$ cat config.mk
export PLATFORM = sky130hd
export DESIGN_NAME = fetchStage2
export DESIGN_NICKNAME = d
export VERILOG_FILES = /design/src/source/fetchPkg.sv /design/src/source/fetchStage2.sv /design/src/source/branchValidate.sv /design/src/source/ctiQueue.sv /design/src/source/preDecode.sv
export SDC_FILE = /design/constraint.sdc
export NUM_CORES = 2
export LEC_CHECK = 0
export BUFFER_PORTS_ARGS = -buffer_cell sky130_fd_sc_hd__clkbuf_2
export CORE_AREA = 2 2 451 453
export DETAILED_ROUTE_END_ITERATION = 16
export DIE_AREA = 0 0 453 455
export PLACE_DENSITY = 0.63
export SLEW_MARGIN = 40
export SYNTH_ARGS = -nofsm -noshare
export SYNTH_HDL_FRONTEND = slang
export SYNTH_SLANG_ARGS = --single-unit
export TNS_END_PERCENT = 30
$ cat constraint.sdc
create_clock -name clk -period 6.9 [get_ports clk]
set_input_delay 0.69 -clock clk [delete_from_list [all_inputs] [get_ports clk]]
set_output_delay 0.69 -clock clk [all_outputs]
set_load 0.05 [all_outputs]
$ cat src/source/fetchPkg.sv
/*
 * Shared widths, opcodes and types for the second fetch stage.
 * Every fetch stage 2 module imports this package, and the testbench
 * uses the same structs to build stimulus and expected results.
 */
`default_nettype none

package fetchPkg;

  localparam int FETCH_WIDTH = 4;
  localparam int INST_BYTES  = 8;
  localparam int CTIQ_DEPTH  = 16;
  localparam int CTIQ_LOG    = $clog2(CTIQ_DEPTH);

  typedef logic [31:0]             pc_t;
  typedef logic [63:0]             inst_t;
  typedef logic [7:0]              opcode_t;
  typedef logic [CTIQ_LOG-1:0]     ctiTag_t;
  typedef logic [FETCH_WIDTH-1:0]  slotMask_t;
  typedef logic [$clog2(FETCH_WIDTH)-1:0] slotIdx_t;

  // opcode lives in bits 63:56
  localparam opcode_t OP_J   = 8'h02;
  localparam opcode_t OP_JAL = 8'h03;
  localparam opcode_t OP_BEQ = 8'h04;
  localparam opcode_t OP_BNE = 8'h05;
  localparam opcode_t OP_JR  = 8'h08;

  typedef enum logic [1:0] {
    ctrlReturn = 2'b00,
    ctrlCall   = 2'b01,
    ctrlJump   = 2'b10,
    ctrlCond   = 2'b11
  } ctrlType_t;

  typedef struct packed {
    logic hit;
    pc_t  target;
    logic prediction;
  } btbSlot_t;

  typedef struct packed {
    logic      isCtrl;
    ctrlType_t ctrlType;
    pc_t       target;
  } preDec_t;

  typedef struct packed {
    inst_t   instruction;
    pc_t     pc;
    pc_t     target;
    ctiTag_t ctiqTag;
    logic    prediction;
  } instPacket_t;

  // sent to the BTB and predictor when a CTI commits
  typedef struct packed {
    pc_t       pc;
    pc_t       target;
    ctrlType_t ctrlType;
    logic      taken;
  } ctiUpdate_t;

endpackage

`default_nettype wire
$ cat src/source/fetchStage2.sv
/*
 * Second fetch stage of the four-wide front end. Predecodes the
 * bundle, validates the BTB, filters slots, raises early redirects
 * and keeps the CTI queue that feeds BTB and predictor updates.
 */
`timescale 1ns/1ps
`default_nettype none

module fetchStage2 (
  input  wire                                               clk,
  input  wire                                               rstN_i,
  input  fetchPkg::pc_t                                     pc_i,
  input  fetchPkg::inst_t [fetchPkg::FETCH_WIDTH-1:0]       instBundle_i,
  input  fetchPkg::btbSlot_t [fetchPkg::FETCH_WIDTH-1:0]    btb_i,
  input  fetchPkg::pc_t                                     addrRas_i,
  input  wire                                               fs1Ready_i,
  input  wire                                               stall_i,
  input  wire                                               recoverFlag_i,
  input  fetchPkg::ctiTag_t                                 ctiqIndex_i,
  input  fetchPkg::pc_t                                     resolveTarget_i,
  input  wire                                               branchOutcome_i,
  input  wire                                               ctrlVerified_i,
  input  wire                                               flagRecoverEx_i,
  input  wire                                               commitCti_i,
  output fetchPkg::instPacket_t [fetchPkg::FETCH_WIDTH-1:0] packet_o,
  output fetchPkg::slotMask_t                               instValid_o,
  output logic                                              flagRecoverId_o,
  output fetchPkg::pc_t                                     targetId_o,
  output logic                                              flagRtr_o,
  output logic                                              flagCall_o,
  output fetchPkg::pc_t                                     callPc_o,
  output fetchPkg::ctiUpdate_t                              update_o,
  output logic                                              updateEn_o,
  output logic                                              fs2Ready_o,
  output logic                                              ctiQueueFull_o
);
  import fetchPkg::*;

  preDec_t   [FETCH_WIDTH-1:0] preDec;
  pc_t       [FETCH_WIDTH-1:0] slotPc;
  ctrlType_t [FETCH_WIDTH-1:0] slotType;
  slotMask_t                   allocMask;
  ctiTag_t                     ctiqTail;

  for (genvar s = 0; s < FETCH_WIDTH; s++) begin : slotGen
    preDecode preDecodeInst (
      .pc_i     (slotPc[s]),
      .inst_i   (instBundle_i[s]),
      .preDec_o (preDec[s])
    );
  end

  ctiQueue ctiQueue0 (
    .clk             (clk),
    .rstN_i          (rstN_i),
    .fs1Ready_i      (fs1Ready_i),
    .stall_i         (stall_i),
    .recoverFlag_i   (recoverFlag_i),
    .allocMask_i     (allocMask),
    .slotPc_i        (slotPc),
    .slotType_i      (slotType),
    .ctiqIndex_i     (ctiqIndex_i),
    .resolveTarget_i (resolveTarget_i),
    .branchOutcome_i (branchOutcome_i),
    .ctrlVerified_i  (ctrlVerified_i),
    .flagRecoverEx_i (flagRecoverEx_i),
    .commitCti_i     (commitCti_i),
    .ctiqTail_o      (ctiqTail),
    .ctiQueueFull_o  (ctiQueueFull_o),
    .update_o        (update_o),
    .updateEn_o      (updateEn_o)
  );

  branchValidate branchValidate0 (
    .pc_i            (pc_i),
    .instBundle_i    (instBundle_i),
    .preDec_i        (preDec),
    .btb_i           (btb_i),
    .addrRas_i       (addrRas_i),
    .stall_i         (stall_i),
    .ctiQueueFull_i  (ctiQueueFull_o),
    .ctiqTail_i      (ctiqTail),
    .allocMask_o     (allocMask),
    .slotPc_o        (slotPc),
    .slotType_o      (slotType),
    .packet_o        (packet_o),
    .instValid_o     (instValid_o),
    .flagRecoverId_o (flagRecoverId_o),
    .targetId_o      (targetId_o),
    .flagRtr_o       (flagRtr_o),
    .flagCall_o      (flagCall_o),
    .callPc_o        (callPc_o)
  );

  assign fs2Ready_o = fs1Ready_i & ~ctiQueueFull_o;

endmodule

`default_nettype wire

$ cat src/source/branchValidate.sv
/*
 * Checks the BTB against the predecoded slots of a bundle. Finds the
 * first taken control transfer, filters the slots after it, picks the
 * slots to record in the CTI queue, raises the early redirect on a BTB
 * miss and assembles the instruction packets.
 */
`timescale 1ns/1ps
`default_nettype none

module branchValidate (
  input  fetchPkg::pc_t                                     pc_i,
  input  fetchPkg::inst_t [fetchPkg::FETCH_WIDTH-1:0]       instBundle_i,
  input  fetchPkg::preDec_t [fetchPkg::FETCH_WIDTH-1:0]     preDec_i,
  input  fetchPkg::btbSlot_t [fetchPkg::FETCH_WIDTH-1:0]    btb_i,
  input  fetchPkg::pc_t                                     addrRas_i,
  input  wire                                               stall_i,
  input  wire                                               ctiQueueFull_i,
  input  fetchPkg::ctiTag_t                                 ctiqTail_i,
  output fetchPkg::slotMask_t                               allocMask_o,
  output fetchPkg::pc_t [fetchPkg::FETCH_WIDTH-1:0]         slotPc_o,
  output fetchPkg::ctrlType_t [fetchPkg::FETCH_WIDTH-1:0]   slotType_o,
  output fetchPkg::instPacket_t [fetchPkg::FETCH_WIDTH-1:0] packet_o,
  output fetchPkg::slotMask_t                               instValid_o,
  output logic                                              flagRecoverId_o,
  output fetchPkg::pc_t                                     targetId_o,
  output logic                                              flagRtr_o,
  output logic                                              flagCall_o,
  output fetchPkg::pc_t                                     callPc_o
);
  import fetchPkg::*;

  slotMask_t takenCtrl;
  slotMask_t notTakenCond;
  logic      found;
  slotIdx_t  firstSlot;
  logic      flagRecover;
  ctiTag_t   tagOffset;

  always_comb begin
    for (int s = 0; s < FETCH_WIDTH; s++) begin
      slotPc_o[s]     = pc_i + pc_t'(s) * pc_t'(INST_BYTES);
      slotType_o[s]   = preDec_i[s].ctrlType;
      takenCtrl[s]    = preDec_i[s].isCtrl &
                        (btb_i[s].prediction | (preDec_i[s].ctrlType != ctrlCond));
      notTakenCond[s] = preDec_i[s].isCtrl & ~btb_i[s].prediction &
                        (preDec_i[s].ctrlType == ctrlCond);
    end
  end

  // priority search from slot 0
  always_comb begin
    found     = 1'b0;
    firstSlot = '0;
    for (int s = 0; s < FETCH_WIDTH; s++) begin
      if (takenCtrl[s] && !found) begin
        found     = 1'b1;
        firstSlot = slotIdx_t'(s);
      end
    end
  end

  always_comb begin
    instValid_o = '1;
    allocMask_o = notTakenCond;
    if (found) begin
      for (int s = 0; s < FETCH_WIDTH; s++) begin
        instValid_o[s] = (s <= int'(firstSlot));
        allocMask_o[s] = (s < int'(firstSlot)) ? notTakenCond[s] : (s == int'(firstSlot));
      end
    end
  end

  always_comb begin
    flagRecover = found & ~btb_i[firstSlot].hit;
    flagRtr_o   = flagRecover & (preDec_i[firstSlot].ctrlType == ctrlReturn);
    flagCall_o  = flagRecover & (preDec_i[firstSlot].ctrlType == ctrlCall);
    callPc_o    = slotPc_o[firstSlot];
    targetId_o  = '0;
    if (found) begin
      targetId_o = (preDec_i[firstSlot].ctrlType == ctrlReturn) ?
                   addrRas_i : preDec_i[firstSlot].target;
    end
  end

  assign flagRecoverId_o = flagRecover & ~stall_i & ~ctiQueueFull_i;

  // tags count the allocated slots below each slot
  always_comb begin
    tagOffset = '0;
    for (int s = 0; s < FETCH_WIDTH; s++) begin
      packet_o[s].instruction = instBundle_i[s];
      packet_o[s].pc          = slotPc_o[s];
      packet_o[s].target      = preDec_i[s].target;
      if (preDec_i[s].isCtrl && (preDec_i[s].ctrlType == ctrlReturn) && !btb_i[s].hit) begin
        packet_o[s].target = addrRas_i;
      end
      packet_o[s].ctiqTag    = ctiqTail_i + tagOffset;
      packet_o[s].prediction = btb_i[s].prediction;
      tagOffset              = tagOffset + ctiTag_t'(allocMask_o[s]);
    end
  end

endmodule

`default_nettype wire

$ cat src/source/ctiQueue.sv
/*
 * Circular queue of the control transfers kept by fetch stage 2.
 * Allocates the masked slots of a bundle at consecutive indices, takes
 * resolved targets and outcomes from execute, rolls back on a
 * mispredict, flushes on recovery and turns each commit into one
 * registered BTB update.
 */
`timescale 1ns/1ps
`default_nettype none

module ctiQueue (
  input  wire                                             clk,
  input  wire                                             rstN_i,
  input  wire                                             fs1Ready_i,
  input  wire                                             stall_i,
  input  wire                                             recoverFlag_i,
  input  fetchPkg::slotMask_t                             allocMask_i,
  input  fetchPkg::pc_t [fetchPkg::FETCH_WIDTH-1:0]       slotPc_i,
  input  fetchPkg::ctrlType_t [fetchPkg::FETCH_WIDTH-1:0] slotType_i,
  input  fetchPkg::ctiTag_t                               ctiqIndex_i,
  input  fetchPkg::pc_t                                   resolveTarget_i,
  input  wire                                             branchOutcome_i,
  input  wire                                             ctrlVerified_i,
  input  wire                                             flagRecoverEx_i,
  input  wire                                             commitCti_i,
  output fetchPkg::ctiTag_t                               ctiqTail_o,
  output logic                                            ctiQueueFull_o,
  output fetchPkg::ctiUpdate_t                            update_o,
  output logic                                            updateEn_o
);
  import fetchPkg::*;

  // index plus one wrap bit
  typedef logic [CTIQ_LOG:0] ptr_t;

  ptr_t      head;
  ptr_t      tail;
  ptr_t      headNext;
  ptr_t      count;
  ptr_t      allocCount;
  ptr_t      rollbackTail;
  ctiTag_t   slotIndex [FETCH_WIDTH];
  logic      allocEn;
  logic      commitEn;

  pc_t       pcMem      [CTIQ_DEPTH];
  ctrlType_t typeMem    [CTIQ_DEPTH];
  pc_t       targetMem  [CTIQ_DEPTH];
  logic      outcomeMem [CTIQ_DEPTH];

  assign count          = tail - head;
  assign ctiQueueFull_o = count > ptr_t'(CTIQ_DEPTH - FETCH_WIDTH);
  assign ctiqTail_o     = tail[CTIQ_LOG-1:0];

  assign allocEn  = fs1Ready_i & ~stall_i & ~ctiQueueFull_o;
  assign commitEn = commitCti_i & (count != '0);
  assign headNext = commitEn ? head + ptr_t'(1) : head;

  // distance from head keeps the wrap bit right after rollback
  assign rollbackTail = head + ptr_t'(ctiTag_t'(ctiqIndex_i - head[CTIQ_LOG-1:0])) + ptr_t'(1);

  // compact masked slots onto consecutive entries
  always_comb begin
    allocCount = '0;
    for (int s = 0; s < FETCH_WIDTH; s++) begin
      slotIndex[s] = tail[CTIQ_LOG-1:0] + allocCount[CTIQ_LOG-1:0];
      allocCount   = allocCount + ptr_t'(allocMask_i[s]);
    end
  end

  always_ff @(posedge clk or negedge rstN_i) begin
    if (!rstN_i) begin
      head       <= '0;
      tail       <= '0;
      updateEn_o <= 1'b0;
    end else begin
      head       <= headNext;
      updateEn_o <= commitEn;
      if (recoverFlag_i) begin
        tail <= headNext;
      end else if (ctrlVerified_i && flagRecoverEx_i) begin
        tail <= rollbackTail;
      end else if (allocEn) begin
        tail <= tail + allocCount;
      end
    end
  end

  always_ff @(posedge clk) begin
    if (allocEn) begin
      for (int s = 0; s < FETCH_WIDTH; s++) begin
        if (allocMask_i[s]) begin
          pcMem[slotIndex[s]]      <= slotPc_i[s];
          typeMem[slotIndex[s]]    <= slotType_i[s];
          targetMem[slotIndex[s]]  <= '0;
          // unconditional transfers are always taken
          outcomeMem[slotIndex[s]] <= (slotType_i[s] != ctrlCond);
        end
      end
    end
    if (ctrlVerified_i) begin
      targetMem[ctiqIndex_i]  <= resolveTarget_i;
      outcomeMem[ctiqIndex_i] <= branchOutcome_i;
    end
  end

  always_ff @(posedge clk) begin
    if (commitEn) begin
      update_o.pc       <= pcMem[head[CTIQ_LOG-1:0]];
      update_o.target   <= targetMem[head[CTIQ_LOG-1:0]];
      update_o.ctrlType <= typeMem[head[CTIQ_LOG-1:0]];
      update_o.taken    <= outcomeMem[head[CTIQ_LOG-1:0]];
    end
  end

endmodule

`default_nettype wire

$ cat src/source/preDecode.sv
/*
 * Predecode of one fetch slot. Finds whether the word is a control
 * transfer, which kind, and its direct target. Purely combinational,
 * one instance per slot of the bundle.
 */
`timescale 1ns/1ps
`default_nettype none

module preDecode (
  input  fetchPkg::pc_t     pc_i,
  input  fetchPkg::inst_t   inst_i,
  output fetchPkg::preDec_t preDec_o
);
  import fetchPkg::*;

  opcode_t opcode;
  pc_t     jumpTarget;
  pc_t     branchTarget;

  assign opcode = inst_i[63:56];

  // index field is in words of 8 bytes
  assign jumpTarget   = {3'b000, inst_i[25:0], 3'b000};
  assign branchTarget = pc_i + pc_t'(INST_BYTES) + {{13{inst_i[15]}}, inst_i[15:0], 3'b000};

  always_comb begin
    preDec_o.isCtrl   = 1'b1;
    preDec_o.ctrlType = ctrlJump;
    preDec_o.target   = '0;
    case (opcode)
      OP_J: begin
        preDec_o.target = jumpTarget;
      end
      OP_JAL: begin
        preDec_o.ctrlType = ctrlCall;
        preDec_o.target   = jumpTarget;
      end
      OP_BEQ, OP_BNE: begin
        preDec_o.ctrlType = ctrlCond;
        preDec_o.target   = branchTarget;
      end
      // return target comes from the RAS later
      OP_JR: begin
        preDec_o.ctrlType = ctrlReturn;
      end
      default: begin
        preDec_o.isCtrl = 1'b0;
      end
    endcase
  end

endmodule

`default_nettype wire

== Word-level counts from Yosys, hierarchy flattened ==
Memories as Yosys holds them, arrays and structs flattened. A register that Yosys moved wholly into a read port is not among the register bits.
Cells that the tools add are included.
Storage, ports and cells
  output and inout bits: 673
  register bits: 11
  RAM bits: 1072
  bits of input ports: 501
  logic and storage cells: 198
  memories kept: 4
Cells by class
  magnitude comparators: 8
  bitwise logic cells: 32
  eq/ne operators: 32
  multiplexer cells: 54
  reductions and logical operators: 39
  add/sub/neg operators: 26
Memories
  ctiQueue0.pcMem: words 16, width 32, read ports 1, clocked after Yosys merged registers in 1, write ports 4, RTL line ctiQueue.sv:46  | pc_t pcMem [CTIQ_DEPTH];
  ctiQueue0.targetMem: words 16, width 32, read ports 1, clocked after Yosys merged registers in 1, write ports 5, RTL line ctiQueue.sv:48  | pc_t targetMem [CTIQ_DEPTH];
  ctiQueue0.typeMem: words 16, width 2, read ports 1, clocked after Yosys merged registers in 1, write ports 4, RTL line ctiQueue.sv:47  | ctrlType_t typeMem [CTIQ_DEPTH];
  ctiQueue0.outcomeMem: words 16, width 1, read ports 1, clocked after Yosys merged registers in 1, write ports 5, RTL line ctiQueue.sv:49  | logic outcomeMem [CTIQ_DEPTH];
Operators with widths (count)
  $pmux W32 S2: 4
  $mux W32: 7
  $add A32 B32 Y32: 4
  $add A32 B4 Y32 const B: 4
  $bmux W35 S2: 1
  $bmux W34 S2: 1
  $mux W34: 2
  $add A32 B5 Y32 const B: 2
  $bmux W32 S2: 1
  $eq A8 B2 Y1 const B: 8
  $eq A8 B3 Y1 const B: 8
  $eq A8 B4 Y1 const B: 4
  $mux W1: 26
  $pmux W2 S3: 4
  $and A1 B1 Y1: 21
  $mux W5: 4
  $reduce_or A5 Y1: 4
  $add A4 B4 Y4: 4
  $reduce_or A2 Y1: 8
  $logic_and A1 B1 Y1: 12
  $logic_not A2 Y1: 6
  $add A5 B1 Y5: 2
  $add A5 B1 Y5 const B: 2
  $add A4 B1 Y4: 2
  23 further kinds: 50

== Logic depth before layout (Yosys ltp) ==
  depth in word-level cells: 26
  depth in mapped cells: 24
  gate-level depth less buffers: 20

== Modules after synthesis ==
Synthesis repeated with hierarchy kept, for this count alone.
Second synthesis, totals
  cells, all modules: 7600
  area, all modules: 82590.5 µm²
Modules (own cells, without submodules)
  ctiQueue: area each 63901.3 µm², cells each 5045, times used 1
  branchValidate: area each 8906.0 µm², cells each 1168, times used 1
  preDecode (slotGen[0].preDecodeInst ...): area each 2373.5 µm², cells each 339, times used 3
  preDecode (slotGen[3].preDecodeInst): area each 2648.8 µm², cells each 369, times used 1
  fetchStage2: area each 13.8 µm², cells each 1, times used 1

== Worst setup path before layout ==
Ideal clock, no wire load.
  kind: input port to output port
  from: input pc_i[4]
  to: output targetId_o[31]
  data arrival time: 7.323 ns
  required time: 6.210 ns
  path buffers: 3
  slack: -1.113 ns
  stages: 22
  path through: inv_1 clkbuf_1 ha_1 a21oi_1 nor2_1 nand2_1 nor2_1 clkbuf_1 xor2_1 ha_1 ha_1 clkbuf_1 nand2_1 nor2_1 a21oi_1 o21bai_1 a2111oi_0 o21bai_1 a31o_2 xnor2_1 a2111oi_0 a211oi_1
RTL lines
  from (decl): RTL line fetchStage2.sv:12  | input fetchPkg::pc_t pc_i,
  to (decl): RTL line fetchStage2.sv:28  | output fetchPkg::pc_t targetId_o,

== Worst setup path in the final report ==
  from: input pc_i[5]
  to: output targetId_o[31]
On the way
  longest elaborated chain between the ends: 8
Ends and longest elaborated chain
  $add A32 B4 Y32 / $add A32 B5 Y32 (equally long branches): RTL line branchValidate.sv:41, preDecode.sv:24
  $add A32 B4 Y32: RTL line preDecode.sv:24  | assign branchTarget = pc_i + pc_t'(INST_BYTES) + {{13{inst_i[15]}}, inst_i[15:0], 3'b000};
  $add A32 B32 Y32: RTL line preDecode.sv:24
  $pmux W32 S2: RTL line preDecode.sv:30  | case (opcode)
  $bmux W35 S2 *: RTL line branchValidate.sv:81  | addrRas_i : preDec_i[firstSlot].target;
  $mux W34 *
  $mux W32 *: RTL line branchValidate.sv:80  | targetId_o = (preDec_i[firstSlot].ctrlType == ctrlReturn) ?
  $mux W32 *: RTL line branchValidate.sv:79  | if (found) begin
Every way passes the cells marked *; elsewhere a longest branch is shown, timed or not. The select of a mux whose other input is x is not followed.

==> flow_summary.yaml <==
yosys:
  synth_edf_count: 1139
  seq_area_frac_synth_pct: 43.6
  synth-warning-count: 0
  synth_cells: 7665
  synthFlopType: "edfxtp_1"
  synth_commonest_cells: "1139 x edfxtp_1, 672 x nand2_1, 583 x clkbuf_1"
  yosysMostFrequentCell: "edfxtp_1"
  synth_nets: 8399
  synth-async-reset-ratio_pct: 0.957
  yosys.area.top_type: "edfxtp_1"
  yosysUniqueCellTypes: 84
  ys_seq_elements: 1150
  syn_area_um2: 79100
  synthTopCellsByArea: "edfxtp_1 43%, mux4_2 9.5%, and2_1 4.2%"
  postSynthAreaPerCell_um2: 10.3
  netlist.area_leader.share_pct: 43.3
critical_path:
  crit_type: "input port to output pin"
  critPathRequiredTime_ns: 6.21
  end_kind: "output pin"
  critPathLaunchType: "input port"
  crit_fanout: 5
  critPathArrivalTime_ns: 6.27
clock_network:
  clockBufferDepth: 3
  clk_pin_slew_ns: 0.06
  cts_max_level: 4
  cts_sinks: 1150
  insertion_delay_ns: 0.81
  cts_tree: "built"
  root_buffer: "clkbuf_16"
  cts_buffers: 131
sta:
  whs_ns: 0.314
  clock_skew_ns: 0.0604
  finalCriticalPeriod_ns: 6.96
  rsz0062_at_grt: "true"
  fin_crit_sh_pct: 101
  max_freq_mhz: 144
  tightestPinTransition_ns: 1.02
  setup_ws_ns: -0.0564
  hold_violations: 0
  maxSlewViolCount: 0
  relSlewSlack_pct: 31.8
  setup_violations: 4
outcome:
  violations: "setup timing"
  outcome: "complete, but fails checks"
routing:
  remaining_drc_errors: 0
  routed_via_density: 6.86
  detail-route-antenna-nets: 0
  wirelength_um: 539000
  first_pass_iters: 9
  drtIter0Drc: 14000
  post_drt_wl_per_cell_um: 47.9
  vias: 77300
finish:
  drive_above_1_share_pct: 28.8
  post-route-util_pct: 47.5
  nets: 9176
  design_area_um2: 95600
  fin_cells: 11300
  syn_to_final_growth_pct: 20.9
die:
  start_util_pct: 39.3
  die_h_um: 455
  die_w_um: 453
  ioPinCount: 1174
  die-area_um2: 206000
  fp.coreArea_um2: 201000
  fp-row-count: 165
placement:
  portBuffers: 804
  place.gp.congestion: 1.17
  dpl_cell_area_um2: 90500
  dp.cells: 11000
  hpwlAfterDp_um: 401000
pwr:
  ir_drop_v: 0.000333
  p_total_uw: 26500
  power_density_nw_per_um2: 277
  leakage_uw: 0.0354
global_routing:
  grt_use_total_pct: 50.9
  grt_max_degree: 94
  grt_pass1_vias: 69300
  antenna_found_initial: 78
  grt_pass1_wl_um: 689000
  grt_remaining_overflow: 0
worst_hold_path:
  hold_class: "input port to flop"
run:
  cap_violations: 0
[final timing paths]
path / startpoint / endpoint / slack (ns) / cells after the start
max: pc_i[5] / targetId_o[31] / -0.06 / 25
min: recoverFlag_i / ctiQueue0.tail[0]$_DFFE_PN0P_ / 0.31 / 3
max reg2reg: ctiQueue0.head[1]$_DFF_PN0_ / ctiQueue0.targetMem[5][1]$_SDFFCE_PN0P_ / 0.78 / 12
min reg2reg: ctiQueue0.head[4]$_DFF_PN0_ / ctiQueue0.head[4]$_DFF_PN0_ / 0.57 / 1
max in group asynchronous: rstN_i / ctiQueue0.head[1]$_DFF_PN0_ / 5.96 / 2
min in group asynchronous: rstN_i / ctiQueue0.updateEn_o$_DFF_PN0_ / 0.45 / 2
[through the flow]
step	setup WS [ns]	setup TNS [ns]
2_1_floorplan	-0.291	-36.37
3_3_place_gp	-0.845	-7.59
3_5_place_dp	-0.877	-6.02
4_1_cts	0.0120	0
5_1_grt	-0.0637	-0.0903
6_report	-0.0564	-0.177
[registers in the layout (all words and copies together), names as in the netlist]
name and cells:
ctiQueue0.pcMem 512, ctiQueue0.targetMem 512, ctiQueue0.update_o 67, ctiQueue0.typeMem 32, ctiQueue0.outcomeMem 16, ctiQueue0.head 5
ctiQueue0.tail 5, ctiQueue0.updateEn_o 1
[what timing repair did]
item | in CTS | in global routing
setup buffers | 5 | 1
resized for setup | 46 | 52
hold endpoints to repair | 11 | 0
endpoints found under the setup margin | 24 | 9
hold buffers | 1 | 0
pin swaps | 6 | 7
cloned | 0 | 0
[layout by cell type, fill, tap and decap left out, types with 23 or more instances in the layout]
cell type | Yosys | final
and2_1 | 532 | 531
nor4_1 | 35 | 24
nor2_2 | 8 | 32
a31oi_1 | 145 | 143
clkbuf_1 | 583 | 24
diode_2 | 0 | 44
a22oi_1 | 64 | 62
xnor2_1 | 346 | 315
nor3_1 | 145 | 114
mux2i_1 | 23 | 23
nand3_1 | 165 | 160
a211oi_1 | 162 | 156
and3_1 | 30 | 30
o21ai_0 | 511 | 496
ha_1 | 219 | 213
nand2_1 | 672 | 666
or3_1 | 28 | 27
o31ai_1 | 26 | 25
a221oi_1 | 59 | 56
xnor2_2 | 0 | 28
a22o_1 | 25 | 25
inv_1 | 115 | 112
o22ai_1 | 55 | 54
nor3_2 | 14 | 28
nand4_1 | 46 | 46
xor2_1 | 148 | 134
nor2_1 | 533 | 501
buf_4 | 311 | 763
a21oi_1 | 396 | 389
a21o_1 | 70 | 70
buf_12 | 0 | 136
nand2b_1 | 57 | 57
clkbuf_16 | 0 | 132
clkbuf_2 | 0 | 730
mux4_2 | 335 | 335
edfxtp_1 | 1139 | 1139
o211ai_1 | 186 | 186
[kinds of logic (layout without fill, tap and decap cells)]
group                    after synthesis  count (layout)  share of synthesized area (%)
buffers and inverters               1141            2017                           6.95
other                                  1              45                        0.00474
flip-flops                          1150            1150                           43.6
AND/OR/NAND/NOR                     2374            2374                           14.8
multiplexers                         371             371                           10.0
XOR/XNOR                             494             494                           5.47
adder cells (fa/ha/maj)              233             233                           3.82
AO/OA/AOI/OAI                       1901            1901                           15.3
[area by class of cell]
cell class / count / area [um2]
Multi-Input combinational cell: 5374 / 40300
Clock inverter: 75 / 978
Sequential cell: 1150 / 34500
Timing Repair Buffer: 1657 / 12400
Antenna cell: 44 / 110
Inverter: 128 / 489
Tap cell: 2672 / 3340
Clock buffer: 157 / 3410
Fill cell: 18600 / 106000
[power breakdown]
part           switching, uW  internal [uW]
clock network           3200           4040
logic                   7210           3630
registers                291           8080
total                  10700          15800
[critical path: stages]
cell	delay (ns)
clkbuf_4	0.21
ha_2	0.24
buf_4	0.16
nand3_2	0.14
nor2_1	0.06
buf_4	0.15
xnor2_2	0.46
buf_4	0.25
inv_1	0.12
ha_1	0.30
ha_1	0.41
nand2_1	0.13
nor2_1	0.13
o211a_1	0.30
nor2_1	0.12
o21ai_0	0.23
buf_4	0.18
a221oi_2	0.07
buf_4	0.15
o211a_1	0.22
xnor2_1	0.33
a221oi_1	0.20
a211oi_4	0.64
buf_6	0.21
buf_12	0.13
[per-layer routing]
metal  global-route usage (%)  share of wire, %  wire, um
met4                     31.8               7.9     42700
met5                     6.36              0.32      1700
met3                     28.0                17     90800
met1                     62.8                36    195000
met2                     67.6                39    209000
No activity file was read; power rests on OpenSTA's default activity.
